<file path="src/source/ppuPkg.sv">
package ppuPkg;

   typedef enum logic [1:0] {
      hBlank  = 2'd0,
      vBlank  = 2'd1,
      oamScan = 2'd2,
      drawing = 2'd3
   } lcdModeT;

   typedef logic [1:0]  shadeT;
   typedef logic [7:0]  regByteT;
   typedef logic [15:0] busAddrT;
   typedef logic [12:0] vramAddrT;
   typedef logic [7:0]  pixelXT;

   // CPU-visible register map.
   localparam busAddrT lcdcAddr = 16'hFF40;
   localparam busAddrT statAddr = 16'hFF41;
   localparam busAddrT lyAddr   = 16'hFF44;
   localparam busAddrT lycAddr  = 16'hFF45;
   localparam busAddrT bgpAddr  = 16'hFF47;

   localparam vramAddrT tileMapBase = 13'h1800; // Fixed background map.

   localparam logic [4:0] tilesPerLine = 5'd20;
   localparam pixelXT     screenWidth  = 8'd160;

   localparam vramAddrT bytesPerTile   = 13'd16;
   localparam vramAddrT bytesPerMapRow = 13'd32;

endpackage
</file>
<file path="src/source/ppuTop.sv">
module ppuTop #(
   parameter int lineCycles   = 456,
   parameter int oamCycles    = 80,
   parameter int drawEnd      = 252,
   parameter int visibleLines = 144,
   parameter int totalLines   = 154
) (
   input  logic              clock,
   input  logic              rstN,
   input  logic              cyc,
   input  logic              stb,
   input  logic              we,
   input  ppuPkg::busAddrT   adr,
   input  ppuPkg::regByteT   datWrite,
   output logic              ack,
   output ppuPkg::regByteT   datRead,
   output ppuPkg::vramAddrT  vramAddr,
   output logic              vramRead,
   input  ppuPkg::regByteT   vramData,
   output logic              irq,
   output logic              pixelValid,
   output ppuPkg::pixelXT    pixelX,
   output ppuPkg::regByteT   pixelLine,
   output ppuPkg::shadeT     pixel
);

   import ppuPkg::*;

   logic       lcdEnable;
   regByteT    lyc;
   regByteT    bgp;
   lcdModeT    mode;
   regByteT    ly;
   logic       lineStart;
   logic       coincidence;
   logic       tileWrite;
   logic [4:0] tileSlot;
   regByteT    tileLow;
   regByteT    tileHigh;

   lcdRegisters i_lcdRegisters (
      .clock(clock), .rstN(rstN), .cyc(cyc), .stb(stb), .we(we), .adr(adr),
      .datWrite(datWrite), .ack(ack), .datRead(datRead), .mode(mode), .ly(ly),
      .coincidence(coincidence), .lcdEnable(lcdEnable), .lyc(lyc), .bgp(bgp)
   );

   lcdTiming #(
      .lineCycles(lineCycles), .oamCycles(oamCycles), .drawEnd(drawEnd),
      .visibleLines(visibleLines), .totalLines(totalLines)
   ) i_lcdTiming (
      .clock(clock), .rstN(rstN), .lcdEnable(lcdEnable), .lyc(lyc), .mode(mode),
      .ly(ly), .lineStart(lineStart), .coincidence(coincidence), .irq(irq)
   );

   bgFetcher i_bgFetcher (
      .clock(clock), .rstN(rstN), .lineStart(lineStart), .ly(ly),
      .vramAddr(vramAddr), .vramRead(vramRead), .vramData(vramData),
      .tileWrite(tileWrite), .tileSlot(tileSlot), .tileLow(tileLow),
      .tileHigh(tileHigh)
   );

   lineOutput #(
      .visibleLines(visibleLines)
   ) i_lineOutput (
      .clock(clock), .rstN(rstN), .mode(mode), .ly(ly), .bgp(bgp),
      .tileWrite(tileWrite), .tileSlot(tileSlot), .tileLow(tileLow),
      .tileHigh(tileHigh), .pixelValid(pixelValid), .pixelX(pixelX),
      .pixelLine(pixelLine), .pixel(pixel)
   );

endmodule

</file>
<file path="src/source/lineOutput.sv">
module lineOutput #(
   parameter int visibleLines = 144
) (
   input  logic             clock,
   input  logic             rstN,
   input  ppuPkg::lcdModeT  mode,
   input  ppuPkg::regByteT  ly,
   input  ppuPkg::regByteT  bgp,
   input  logic             tileWrite,
   input  logic [4:0]       tileSlot,
   input  ppuPkg::regByteT  tileLow,
   input  ppuPkg::regByteT  tileHigh,
   output logic             pixelValid,
   output ppuPkg::pixelXT   pixelX,
   output ppuPkg::regByteT  pixelLine,
   output ppuPkg::shadeT    pixel
);

   import ppuPkg::*;

   localparam regByteT visibleLy = regByteT'(visibleLines);
   localparam pixelXT  lastX     = screenWidth - 8'd1;

   shadeT   indexBuf [screenWidth];
   lcdModeT prevMode;
   logic    hBlankEntry;

   function automatic shadeT mapShade(regByteT palette, shadeT index);
      return shadeT'(palette >> {index, 1'b0});
   endfunction

   assign hBlankEntry = (mode == hBlank) && (prevMode == drawing) && (ly < visibleLy);

   always_ff @(posedge clock) begin
      if (tileWrite) begin
         for (int i = 0; i < 8; i++) begin
            indexBuf[{tileSlot, 3'(i)}] <= {tileHigh[7 - i], tileLow[7 - i]}; // MSB leftmost.
         end
      end
   end

   always_ff @(posedge clock or negedge rstN) begin
      if (!rstN) begin
         prevMode   <= hBlank;
         pixelValid <= 1'b0;
         pixelX     <= '0;
      end else begin
         prevMode <= mode;
         if (hBlankEntry) begin
            pixelValid <= 1'b1;
            pixelX     <= '0;
         end else if (pixelValid) begin
            if (pixelX == lastX) pixelValid <= 1'b0;
            else                 pixelX     <= pixelX + 8'd1;
         end
      end
   end

   always_ff @(posedge clock) begin
      if (hBlankEntry) begin
         pixelLine <= ly;
         pixel     <= mapShade(bgp, indexBuf[0]);
      end else if (pixelValid && pixelX != lastX) begin
         pixel <= mapShade(bgp, indexBuf[pixelX + 8'd1]);
      end
   end

endmodule

</file>
<file path="src/source/bgFetcher.sv">
module bgFetcher (
   input  logic              clock,
   input  logic              rstN,
   input  logic              lineStart,
   input  ppuPkg::regByteT   ly,
   output ppuPkg::vramAddrT  vramAddr,
   output logic              vramRead,
   input  ppuPkg::regByteT   vramData,
   output logic              tileWrite,
   output logic [4:0]        tileSlot,
   output ppuPkg::regByteT   tileLow,
   output ppuPkg::regByteT   tileHigh
);

   import ppuPkg::*;

   localparam logic [4:0] lastSlot = tilesPerLine - 5'd1;

   // Step 0 reads the map, step 2 the low plane and step 4 the high plane.
   // Odd steps take the data.
   logic       busy;
   logic [2:0] step;
   logic [4:0] slot;
   regByteT    tileNumber;
   vramAddrT   mapAddr;
   vramAddrT   dataAddr;

   assign mapAddr = tileMapBase + vramAddrT'(ly[7:3]) * bytesPerMapRow
                    + vramAddrT'(slot);

   // Step 4 has bit 2 set and so picks the high plane.
   assign dataAddr = vramAddrT'(tileNumber) * bytesPerTile
                     + vramAddrT'({ly[2:0], step[2]});

   assign vramRead = busy && !step[0]; // Even steps issue reads.
   assign vramAddr = (step == 3'd0) ? mapAddr : dataAddr;

   always_ff @(posedge clock or negedge rstN) begin
      if (!rstN) begin
         busy      <= 1'b0;
         step      <= '0;
         slot      <= '0;
         tileWrite <= 1'b0;
      end else begin
         tileWrite <= busy && (step == 3'd5);
         if (lineStart) begin
            busy <= 1'b1;
            step <= '0;
            slot <= '0;
         end else if (busy) begin
            if (step == 3'd5) begin
               step <= '0;
               slot <= slot + 5'd1;
               if (slot == lastSlot) begin
                  busy <= 1'b0; // Line complete.
               end
            end else begin
               step <= step + 3'd1;
            end
         end
      end
   end

   always_ff @(posedge clock) begin
      if (busy) begin
         case (step)
            3'd1: tileNumber <= vramData;
            3'd3: tileLow    <= vramData;
            3'd5: begin
               tileHigh <= vramData;
               tileSlot <= slot;
            end
            default: ;
         endcase
      end
   end

endmodule

</file>
<file path="src/source/lcdTiming.sv">
module lcdTiming #(
   parameter int lineCycles   = 456,
   parameter int oamCycles    = 80,
   parameter int drawEnd      = 252,
   parameter int visibleLines = 144,
   parameter int totalLines   = 154
) (
   input  logic             clock,
   input  logic             rstN,
   input  logic             lcdEnable,
   input  ppuPkg::regByteT  lyc,
   output ppuPkg::lcdModeT  mode,
   output ppuPkg::regByteT  ly,
   output logic             lineStart,
   output logic             coincidence,
   output logic             irq
);

   import ppuPkg::*;

   localparam int cycleBits = $clog2(lineCycles);

   localparam logic [cycleBits-1:0] lastCycle = cycleBits'(lineCycles - 1);
   localparam logic [cycleBits-1:0] oamEnd    = cycleBits'(oamCycles);
   localparam logic [cycleBits-1:0] drawStop  = cycleBits'(drawEnd);
   localparam regByteT visibleLy = regByteT'(visibleLines);
   localparam regByteT lastLine  = regByteT'(totalLines - 1);

   logic [cycleBits-1:0] cycleCount;

   always_ff @(posedge clock or negedge rstN) begin
      if (!rstN) begin
         cycleCount <= '0;
         ly         <= '0;
      end else if (!lcdEnable) begin
         cycleCount <= '0; // Held while display is off.
         ly         <= '0;
      end else if (cycleCount == lastCycle) begin
         cycleCount <= '0;
         ly         <= (ly == lastLine) ? '0 : ly + 8'd1;
      end else begin
         cycleCount <= cycleCount + 1'b1;
      end
   end

   always_comb begin
      if (!lcdEnable)                mode = hBlank;
      else if (ly >= visibleLy)      mode = vBlank; // Whole line.
      else if (cycleCount < oamEnd)  mode = oamScan;
      else if (cycleCount < drawStop) mode = drawing;
      else                           mode = hBlank;
   end

   assign lineStart   = lcdEnable && (ly < visibleLy) && (cycleCount == oamEnd);
   assign coincidence = (ly == lyc);
   assign irq         = (mode == vBlank);

endmodule

</file>
<file path="src/source/lcdRegisters.sv">
module lcdRegisters (
   input  logic             clock,
   input  logic             rstN,
   input  logic             cyc,
   input  logic             stb,
   input  logic             we,
   input  ppuPkg::busAddrT  adr,
   input  ppuPkg::regByteT  datWrite,
   output logic             ack,
   output ppuPkg::regByteT  datRead,
   input  ppuPkg::lcdModeT  mode,
   input  ppuPkg::regByteT  ly,
   input  logic             coincidence,
   output logic             lcdEnable,
   output ppuPkg::regByteT  lyc,
   output ppuPkg::regByteT  bgp
);

   import ppuPkg::*;

   regByteT    lcdc;
   logic [4:0] statHigh;
   logic       request;
   regByteT    readValue;

   assign request   = cyc && stb && !ack; // New cycle not yet acked.
   assign lcdEnable = lcdc[7];

   always_comb begin
      case (adr)
         lcdcAddr: readValue = lcdc;
         statAddr: readValue = {statHigh, coincidence, mode};
         lyAddr:   readValue = ly;
         lycAddr:  readValue = lyc;
         bgpAddr:  readValue = bgp;
         default:  readValue = 8'hFF; // Open bus.
      endcase
   end

   always_ff @(posedge clock or negedge rstN) begin
      if (!rstN) begin
         ack      <= 1'b0;
         lcdc     <= '0;
         statHigh <= '0;
         lyc      <= '0;
         bgp      <= '0;
      end else begin
         ack <= request;
         if (request && we) begin
            case (adr)
               lcdcAddr: lcdc     <= datWrite;
               statAddr: statHigh <= datWrite[7:3]; // Low bits are status.
               lycAddr:  lyc      <= datWrite;
               bgpAddr:  bgp      <= datWrite;
               default: ;
            endcase
         end
      end
   end

   always_ff @(posedge clock) begin
      if (request) begin
         datRead <= readValue; // Valid with ack.
      end
   end

endmodule

</file>
<file path="config.mk">
export PLATFORM = sky130hd
export DESIGN_NAME = ppuTop
export DESIGN_NICKNAME = d
export VERILOG_FILES = /design/src/source/ppuPkg.sv /design/src/source/ppuTop.sv /design/src/source/lineOutput.sv /design/src/source/bgFetcher.sv /design/src/source/lcdTiming.sv /design/src/source/lcdRegisters.sv
export SDC_FILE = /design/constraint.sdc
export NUM_CORES = 1
export LEC_CHECK = 0
export BUFFER_PORTS_ARGS = -buffer_cell sky130_fd_sc_hd__buf_4
export CORE_MARGIN = 2
export CORE_UTILIZATION = 45
export DETAILED_ROUTE_END_ITERATION = 6
export HOLD_SLACK_MARGIN = 0.12
export SLEW_MARGIN = 20
export SYNTH_ARGS = -nofsm -noshare
export SYNTH_HDL_FRONTEND = slang
export SYNTH_HIERARCHICAL = 1
export SYNTH_SLANG_ARGS = --single-unit
</file>
<file path="constraint.sdc">
create_clock -name clock -period 3.6 [get_ports clock]
set_input_delay 0.72 -clock clock [delete_from_list [all_inputs] [get_ports clock]]
set_output_delay 0.72 -clock clock [all_outputs]
set_load 0.005 [all_outputs]
</file>
; Word-level counts from Yosys, hierarchy flattened
; Memories as Yosys holds them, arrays and structs flattened.
; Cells that the tools add are included.
[word_totals]
mem_bits_ro = 0
input_bits = 37
mem_count = 1
mem_bits_rw = 320
output_inout_bits = 43
elab_cells = 113
latch_bits = 0
reg_bits = 115
[classes]
magnitude_cmp = 4
add_sub_neg = 8
bitwise_logic = 0
mul = 0
mux = 31
eq_ne = 19
reduce_logical = 27
n_shift = 2
div_mod_pow = 0
[mem_list]
columns = name, words, width, read_ports, rd_clocked_by_memory_dff, wr, line_no
row1 = i_lineOutput.indexBuf, 160, 2, 2, 0, 8, lineOutput.sv:24  ; shadeT indexBuf [screenWidth];
[op_table]
columns = operator, n
row1 = == test 16 bit (second input constant), 5
row2 = 2-to-1 mux 8 bit, 6
row3 = case mux 8 bit (5 select lines), 1
row4 = 2-to-1 mux 9 bit, 2
row5 = AND reduction 2 bit, 9
row6 = adder 8 x 1 -> 8 bit (second input constant), 2
row7 = == test 8 bit (second input constant), 2
row8 = >> shifter 8 x 3 -> 2 bit, 2
row9 = 2-to-1 mux 5 bit, 3
row10 = adder 12 x 11 -> 13 bit (first input constant), 1
row11 = adder 12 x 4 -> 13 bit, 1
row12 = adder 13 x 5 -> 13 bit, 1
row13 = 2-to-1 mux 13 bit, 1
row14 = 2-to-1 mux 2 bit, 6
row15 = logical AND 1 bit, 10
row16 = adder 9 x 1 -> 9 bit (second input constant), 1
row17 = == test 9 x 7 -> 1 bit (second input constant), 1
row18 = == test 9 bit (second input constant), 1
row19 = less-than comparator 9 x 7 -> 1 bit (second input constant), 1
row20 = less-than comparator 9 x 8 -> 1 bit (second input constant), 1
row21 = 2-to-1 mux 1 bit, 9
row22 = 2-to-1 mux 3 bit, 3
row23 = == test 8 bit, 1
row24 = greater-or-equal comparator 8 bit (second input constant), 1
row25 = other kinds (15), 20

; Longest topological paths before layout
; Gate-level depths: netlist of the first run.
[depth]
ltp_word = 10
depth_mapped = 14
mapped_depth_nobuf = 12

; Hierarchy
; Netlist of the first run, hierarchy kept.
[by_module_without_submodules]
columns = mod, area_each_um2, seq_area_each_um2, cells_each, instances
row1 = lineOutput, 13664.4, 10184.8, 651, 1
row2 = lcdRegisters, 1890.6, 991.0, 151, 1
row3 = bgFetcher, 1524.0, 1121.1, 95, 1
row4 = lcdTiming, 1104.8, 425.4, 119, 1

; Least setup slack after synthesis of the first run
; Ideal clock, no wire load.
[synth_timing]
path_type = flip-flop to flip-flop
startpoint = register i_lineOutput.pixelX[1]
endpoint = register i_lineOutput.pixel[0] (data pin)
arrival_time_ns = 2.891
period_less_slack_ns = 3.150
required_ns = 3.340
path_stages_with_launch = 11
setup_ns = 0.260
slack_ns = 0.450
n_path_buf = 4
path_cell_list = dfrtp_1 -> ha_1 -> buf_6 -> buf_6 -> buf_4 -> buf_2 -> mux4_2 -> mux2i_1 -> mux4_2 -> a311oi_2 -> mux2_2
[synth_via]
elab_chain_cells = 5
[synth_rtl]
columns = element, line_no
row1 = start: declaration, lineOutput.sv:14  ; output ppuPkg::pixelXT pixelX,
row2 = start signal: assignment, lineOutput.sv:54  ; else pixelX <= pixelX + 8'd1;
row3 = adder 8 x 1 -> 8 bit, lineOutput.sv:64  ; pixel <= mapShade(bgp, indexBuf[pixelX + 8'd1]);
row4 = memory (160 x 2 bit), -
row5 = >> shifter 8 x 3 -> 2 bit, lineOutput.sv:29  ; return shadeT'(palette >> {index, 1'b0});
row6 = 2-to-1 mux 2 bit, lineOutput.sv:63  ; end else if (pixelValid && pixelX != lastX) begin
row7 = 2-to-1 mux 2 bit, lineOutput.sv:60  ; if (hBlankEntry) begin
row8 = end signal: assignment, lineOutput.sv:62  ; pixel <= mapShade(bgp, indexBuf[0]);
row9 = end signal: assignment, lineOutput.sv:64
row10 = end: declaration, lineOutput.sv:16  ; output ppuPkg::shadeT pixel
; Every way passes these cells. The select of a mux whose other input is x is not followed.
; A chain may end at the register's enable or synchronous reset.

; Worst setup path after layout of the first run
[layout_timing]
startpoint = register i_lineOutput.pixelX[0]
endpoint = register i_lineOutput.pixel[1] (data pin)
; Same word-level chain as after synthesis.

==> out/results.txt, run 1 <==
Post-Syn Area per Cell: 17.9 µm²
CTS Root Cell: clkbuf_16
die area: 42000 µm²
share of cells above drive strength 1: 0.300
Final Slew Violations: 0
H-Tree Depth: 2
Top Ports: 80
P_leak: 7.24 nW
met1 WL: 18700 µm
CTS tree: done
post-route cell area: 21200 µm²
asr flop ratio synth: 0.156
CP max stage cell: dfrtp_4
clock slew at reported path FFs: 0.06 ns
worst path arrival time: 3.77 ns
hold crit path type: in -> async
max cap viols: 0
Synth warnings: 6
ys flop type: edfxtp_1
initial antenna violation count: 0
Buffers on Ports: 79
Hold Slack: 0.292 ns
clock sink count: 435
period utilization: 0.964
vias: 9875
drt initial violations: 828
starting density of the core: 0.457
cell mode on critical path: a311oi_2
Pwr Density: 475 nW/µm²
status: complete, no violations
post-route ant nets: 0
Netlist cell types: 78
Critical Path Max Stage Delay: 0.52 ns
total wire length: 41200 µm
drt pass-1 iters: 5
Syn Nets: 1061
Ant. Diodes: 0
crit path buf inv count: 2
CP Cell Sequence: ha_4 -> clkbuf_4 -> buf_4 -> mux4_2 -> mux2i_1 -> nor3_1 -> or4_1 -> a311oi_2 -> a311oi_2 -> a2111oi_2 -> o22ai_1
maximum root-to-sink buffer count: 3
area post-placement: 19600 µm²
first-pass GRT wire length: 62200 µm
dpl hpwl: 25300 µm
Synth Register Bits: 435
DIE WIDTH: 205 µm
Layout Area Growth over Synthesis: 16.4%
Num CTS Buffers: 45
grt ovf: 0
max layer used: met4
Die Height: 205 µm
Final Hold Vio Count: 0
fmax: 288 MHz
Avg WL per Cell: 23.9 µm
Slew @ Worst Pin: 1.16 ns
critical path's top delay family: compound AO/OA/AOI/OAI gates
worst vdd ir: 0.354 mV
register area share after synthesis: 0.700
vias per cell: 5.74
met3 wire len: 2400 µm
vias in the first global route: 9906
most frequent cells in the layout: edfxtp_1 (367), buf_4 (133), mux4_2 (88), nor2_1 (70), dfrtp_1 (67)
Final min period: 3.47 ns
Worst Skew: 0.00876 ns
total design power: 10.1 mW
most common cell after layout, fill and taps aside: edfxtp_1
Cell Rows: 73
Post-synth EDFFs: 367
core footprint: 39800 µm²
Layout Nets: 1204
Worst-Skew Late Latency: 0.57 ns
Slew headroom: 0.224
critical path type: reg -> reg
startpoint types: register
Cells after Synth: 1016
Crit. End Element: register
gr usage total: 0.201
CP required: 3.90 ns
mapped cell area: 18200 µm²
gpl congestion: 0.786
DRC errors left: 0
largest net degree at the start of global routing: 69
CTS Hold Bufs: 0
worst-path fanout max: 5
routed wl met2: 19200 µm
final setup fails: 0
-- repair_timing --
| item | in CTS | in global routing |
|---|---|---|
| buffers inserted | 0 | 7 |
| endpoints found under the setup margin | 0 | 2 |
| hold endpoints to repair | 0 | 0 |
| resized for setup | 0 | 1 |
-- synthesized netlist by cell type (13+ instances only) --
cell | count | area share
mux2_2 | 27 | 0.017
mux4_2 | 88 | 0.11
nor2_1 | 70 | 0.014
o21ai_0 | 21 | 0.0058
a21oi_1 | 16 | 0.0044
mux2i_1 | 32 | 0.018
xnor2_1 | 16 | 0.0077
dfrtp_1 | 68 | 0.094
inv_1 | 15 | 0.0031
nand4_1 | 16 | 0.0055
xor2_1 | 13 | 0.0063
nand2_1 | 49 | 0.010
nand3_1 | 19 | 0.0052
edfxtp_1 | 367 | 0.61
-- stage by stage --
step	TNS (ns)	std cells	setup slack, ns	utilization
2_1_floorplan	0	1016	0.450	-
3_3_place_gp	0	1628	0.139	0.493
3_5_place_dp	0	1628	0.0915	0.493
4_1_cts	0	1711	0.0736	0.529
5_1_grt	-0.0525	1720	-0.0525	0.532
6_report	0	1720	0.129	0.532
-- final timing paths --
check,endpoint,slack (ns),startpoint,cells after the start
min,i_lcdRegisters/lcdc[4]$_DFFE_PN0P_,0.29,rstN,1
min in group clock,i_bgFetcher/tileHigh[5]$_DFFE_PP_,0.35,vramData[5],1
max,i_lineOutput/pixel[1]$_DFFE_PP_,0.13,i_lineOutput/pixelX[0]$_DFFE_PN0P_,11
max reg2reg,i_lineOutput/pixel[1]$_DFFE_PP_,0.13,i_lineOutput/pixelX[0]$_DFFE_PN0P_,11
max in group asynchronous,i_lineOutput/pixelX[0]$_DFFE_PN0P_,2.64,rstN,1
min reg2reg,i_lcdRegisters/statHigh[1]$_DFFE_PN0P_,0.49,i_lcdRegisters/statHigh[1]$_DFFE_PN0P_,1
-- layer usage --
metal	up-vias	GRT usage
li1	4351	-
met1	5176	0.300
met2	294	0.307
met3	54	0.0312
met4	0	0.0581
met5	-	0
-- layout make-up --
class / count / area (µm²)
multi-input cells: 518 / 5080
inverters: 15 / 56.3
fillers: 3230 / 18700
well taps: 525 / 657
repair buffers: 144 / 1200
flip-flops and latches: 435 / 12700
clock inverters: 24 / 224
clock buffers: 59 / 1230
-- state kept, by name (all words and copies together), names as in the netlist, 2 cells and up --
register / cells
i_lineOutput/indexBuf: 320
i_lcdTiming/cycleCount: 9
i_bgFetcher/tileHigh: 8
i_bgFetcher/tileLow: 8
i_bgFetcher/tileNumber: 8
i_lcdRegisters/bgp: 8
i_lcdRegisters/datRead: 8
i_lcdRegisters/lcdc: 8
i_lcdRegisters/lyc: 8
i_lcdTiming/ly: 8
i_lineOutput/pixelLine: 8
i_lineOutput/pixelX: 8
i_bgFetcher/slot: 5
i_bgFetcher/tileSlot: 5
i_lcdRegisters/statHigh: 5
i_bgFetcher/step: 3
i_lineOutput/pixel: 2
i_lineOutput/prevMode: 2
-- power breakdown --
| group | internal (mW) | switching, mW |
|---|---|---|
| combinational | 0.0364 | 0.0518 |
| clock | 2.70 | 1.88 |
| sequential | 5.40 | 0.00124 |
-- cells by family (layout without fill, tap and decap cells) --
group	Yosys count	after routing	synth area share
simple gates	230	230	0.0689
mux	161	161	0.154
xor+xnor	32	32	0.0167
buf+inv	63	242	0.0223
compound gates	87	87	0.0334
fa+ha+maj	8	8	0.00550
flops	435	435	0.700
Note: power is estimated with default switching activity, not from simulation.
==> run 2, diff against run 1 <==
Settings changed: CORE_UTILIZATION 45 to 60, GPL_ROUTABILITY_DRIVEN from default to 1, PLACE_DENSITY from default to 0.78.
==> run 2 against run 1 <==
Compared with the run above:
- setup slack got worse by 0.013 ns
- power decreased by 3.2%
- critical path depth increased by 1
- count of clock-buffer cells in the layout decreased by 1
- die area decreased by 25%
- sequential power about the same
- fmax decreased by 0.36%
- first-iteration DRC count increased by 44%
- clock skew increased by 0.0096 ns
- sequential cell count unchanged
- critical path type unchanged
- largest cell class unchanged
- largest power group unchanged
- highest routed layer unchanged
==> out/results.txt, run 2 (synthesis results as in run 1) <==
status: complete, no violations
Ant. Diodes: 0 (unchanged)
gr usage total: 0.256 (+0.0555)
clock slew at reported path FFs: 0.06 ns (about the same)
most frequent cells in the layout: edfxtp_1 (367), buf_4 (126), mux4_2 (88), nor2_1 (70), dfrtp_1 (67)
reg2reg end: i_lineOutput/pixel[0]$_DFFE_PP_
final setup fails: 0 (unchanged)
total wire length: 39700 µm (-3.7%)
Avg WL per Cell: 25.3 µm (+5.7%)
CP Cell Sequence: buf_4 -> ha_4 -> buf_4 -> buf_6 -> mux4_2 -> mux4_2 -> mux2i_2 -> buf_4 -> nand2_1 -> nand3_1 -> o221ai_1 -> mux2_2
largest net degree at the start of global routing: 69 (unchanged)
CTS Hold Bufs: 0 (unchanged)
internal cell power: 7.90 mW (-2.9%)
sequential share of power: 0.554 (+0.017)
post-route ant nets: 0 (unchanged)
r2r setup slk: 0.12 ns (about the same)
Largest regs: i_lineOutput/indexBuf (320), i_lcdTiming/cycleCount (9)
P_leak: 7.13 nW (-1.6%)
CP Capture Point: i_lineOutput/pixel[0]$_DFFE_PP_
die area: 31700 µm² (-25%)
share of cells above drive strength 1: 0.288 (-0.0126)
drt initial violations: 1196 (+44%)
cell mode on critical path: buf_4
Slew headroom: 0.221 (-0.00266)
Cell Rows: 63 (-14%)
Final Slew Violations: 0 (unchanged)
first-pass GRT wire length: 59900 µm (-3.7%)
crit path buf inv count: 4 (+2)
post-route setup slack: 0.116 ns (-0.0127 ns)
total design power: 9.75 mW (-3.2%)
startpoint types: register
clock sink count: 435 (unchanged)
cells on worst reg2reg path: 12 (+1)
Final Hold Vio Count: 0 (unchanged)
CTS tree: done
Placed Instances: 1490 (-8.5%)
max cap viols: 0 (unchanged)
Layout Nets: 1191 (-1.1%)
CP max stage cell: mux4_2
area post-placement: 19400 µm² (-1.2%)
starting density of the core: 0.612 (+0.155)
dpl hpwl: 24500 µm (-2.9%)
Critical Path Max Stage Delay: 0.54 ns (+0.02 ns)
Worst path depth: 12 (+1)
largest register by flop count: i_lineOutput/indexBuf
initial antenna violation count: 0 (unchanged)
clock share of power: 0.437 (-0.018)
Layout Area Growth over Synthesis: 14.3%
Critical Path Source: i_lineOutput/pixelX[1]$_DFFE_PN0P_
fmax: 287 MHz (-0.36%)
DIE WIDTH: 178 µm (-13%)
worst vdd ir: 0.593 mV (+67%)
worst path arrival time: 3.76 ns (about the same)
DRC errors left: 0 (unchanged)
drt pass-1 iters: 5 (unchanged)
Die Height: 178 µm (-13%)
worst r2r src: i_lineOutput/pixelX[1]$_DFFE_PN0P_
critical path type: reg -> reg
CTS Root Cell: clkbuf_16
worst slack, placed: 0.0915 ns (-0.00000160 ns)
register area: 12700 µm² (unchanged)
NetSw: 1.85 mW (-4.5%)
Worst Skew: 0.0184 ns (+0.00962 ns)
Slew @ Worst Pin: 1.17 ns (+0.00399 ns)
vias: 9960 (+0.86%)
H-Tree Depth: 2 (unchanged)
worst-path fanout max: 15 (+10)
# fillers: 1812 (-44%)
max FFs per register: 320 (unchanged)
sw frac: 0.189 (-0.00253)
RSZ-0062 raised after global routing: no
Num CTS Buffers: 43 (-4.4%)
post-route cell area: 20800 µm² (-1.9%)
vias per cell: 6.35 (+11%)
core footprint: 29700 µm² (-25%)
Top Ports: 80 (unchanged)
Pwr Density: 469 nW/µm² (-1.3%)
vias in the first global route: 9944 (+0.38%)
Worst-Skew Late Latency: 0.53 ns (-0.04 ns)
critical path's top delay family: multiplexers
Final min period: 3.48 ns (+0.0127 ns)
maximum root-to-sink buffer count: 3 (unchanged)
gpl congestion: 0.900 (+14%)
most common cell after layout, fill and taps aside: edfxtp_1
combinational share of power: 0.009 (about the same)
Buffers on Ports: 79 (unchanged)
grt ovf: 0 (unchanged)
Crit. End Element: register
period utilization: 0.968 (+0.00352)
hold crit path type: in -> async
CP required: 3.88 ns (-0.02 ns)
final cell count without fillers: 1568 (-8.8%)
multi-input logic area: 5100 µm² (+0.44%)
Final TNS setup: 0 ns (unchanged)
==> run 2: cell count changes in the layout (fill, tap and decap cells not counted), sizes merged <==
| cell | change |
|---|---|
| buf | -10 |
| clkbuf | -2 |
| clkinv | -2 |
| clkinvlp | -2 |
| bufinv | -1 |
==> run 2: repair_timing <==
action	CTS	global route
buffers inserted	0	0
gates resized for setup	0	6
setup endpoints to repair	0	2
==> run 2: metal layers <==
layer  routed length [µm]  share of wire  GRT usage  vias to the layer above
li1                     -              -          -                     4310
met1                16000           0.40      0.377                     5123
met2                19600           0.49      0.407                      451
met3                 3160          0.080     0.0403                       76
met4                  921          0.023     0.0697                        0
met5                    0              0          0                        -
==> run 2: layout make-up <==
type | count | share of cell area
multi-input cells | 518 | 0.246
inverters | 15 | 0.00271
repair buffers | 133 | 0.0518
clock buffers | 58 | 0.0555
well taps | 390 | 0.0235
clock inverters | 19 | 0.00837
flip-flops and latches | 435 | 0.612
==> run 2: power by group through the flow <==
stage               sequential (mW)  combinational, mW  clock (mW)
floorplan                      5.51             0.0216           0
global placement               5.51             0.0854           0
detailed placement             5.51             0.0870           0
CTS                            5.40             0.0874        4.32
global route                   5.40             0.0965        4.51
finish                         5.40             0.0872        4.26
==> run 2: metrics by stage <==
| stage | util | hold slack [ns] |
|---|---|---|
| after detailed placement | 0.652 | 0.485 |
| final | 0.699 | 0.309 |
| after global routing | 0.699 | 0.368 |
| after floorplan | - | 0.424 |
| after CTS | 0.697 | 0.331 |
| after global placement | 0.652 | 0.475 |
==> run 2: worst register-to-register path, cell delays in order, from the launching register on <==
cell,delay [ns]
dfrtp_1,0.38
buf_4,0.16
ha_4,0.34
buf_4,0.23
buf_6,0.23
mux4_2,0.33
mux4_2,0.54
mux2i_2,0.23
buf_4,0.17
nand2_1,0.09
nand3_1,0.12
o221ai_1,0.13
mux2_2,0.27
==> run 2: worst min-delay path by stage <==
stage,startpoint,to,slack (ns),cells past startpoint
6_report,rstN,i_lineOutput/pixelX[4]$_DFFE_PN0P_,0.31,1
5_1_grt,vramData[4],i_bgFetcher/tileNumber[4]$_DFFE_PP_,0.37,1
4_1_cts,rstN,i_lineOutput/pixelX[4]$_DFFE_PN0P_,0.33,1
3_5_place_dp,i_lcdRegisters/statHigh[2]$_DFFE_PN0P_,i_lcdRegisters/statHigh[2]$_DFFE_PN0P_,0.49,1
3_3_place_gp,i_lcdRegisters/statHigh[2]$_DFFE_PN0P_,i_lcdRegisters/statHigh[2]$_DFFE_PN0P_,0.47,1
2_1_floorplan,rstN,i_bgFetcher/busy$_DFF_PN0_,0.42,0
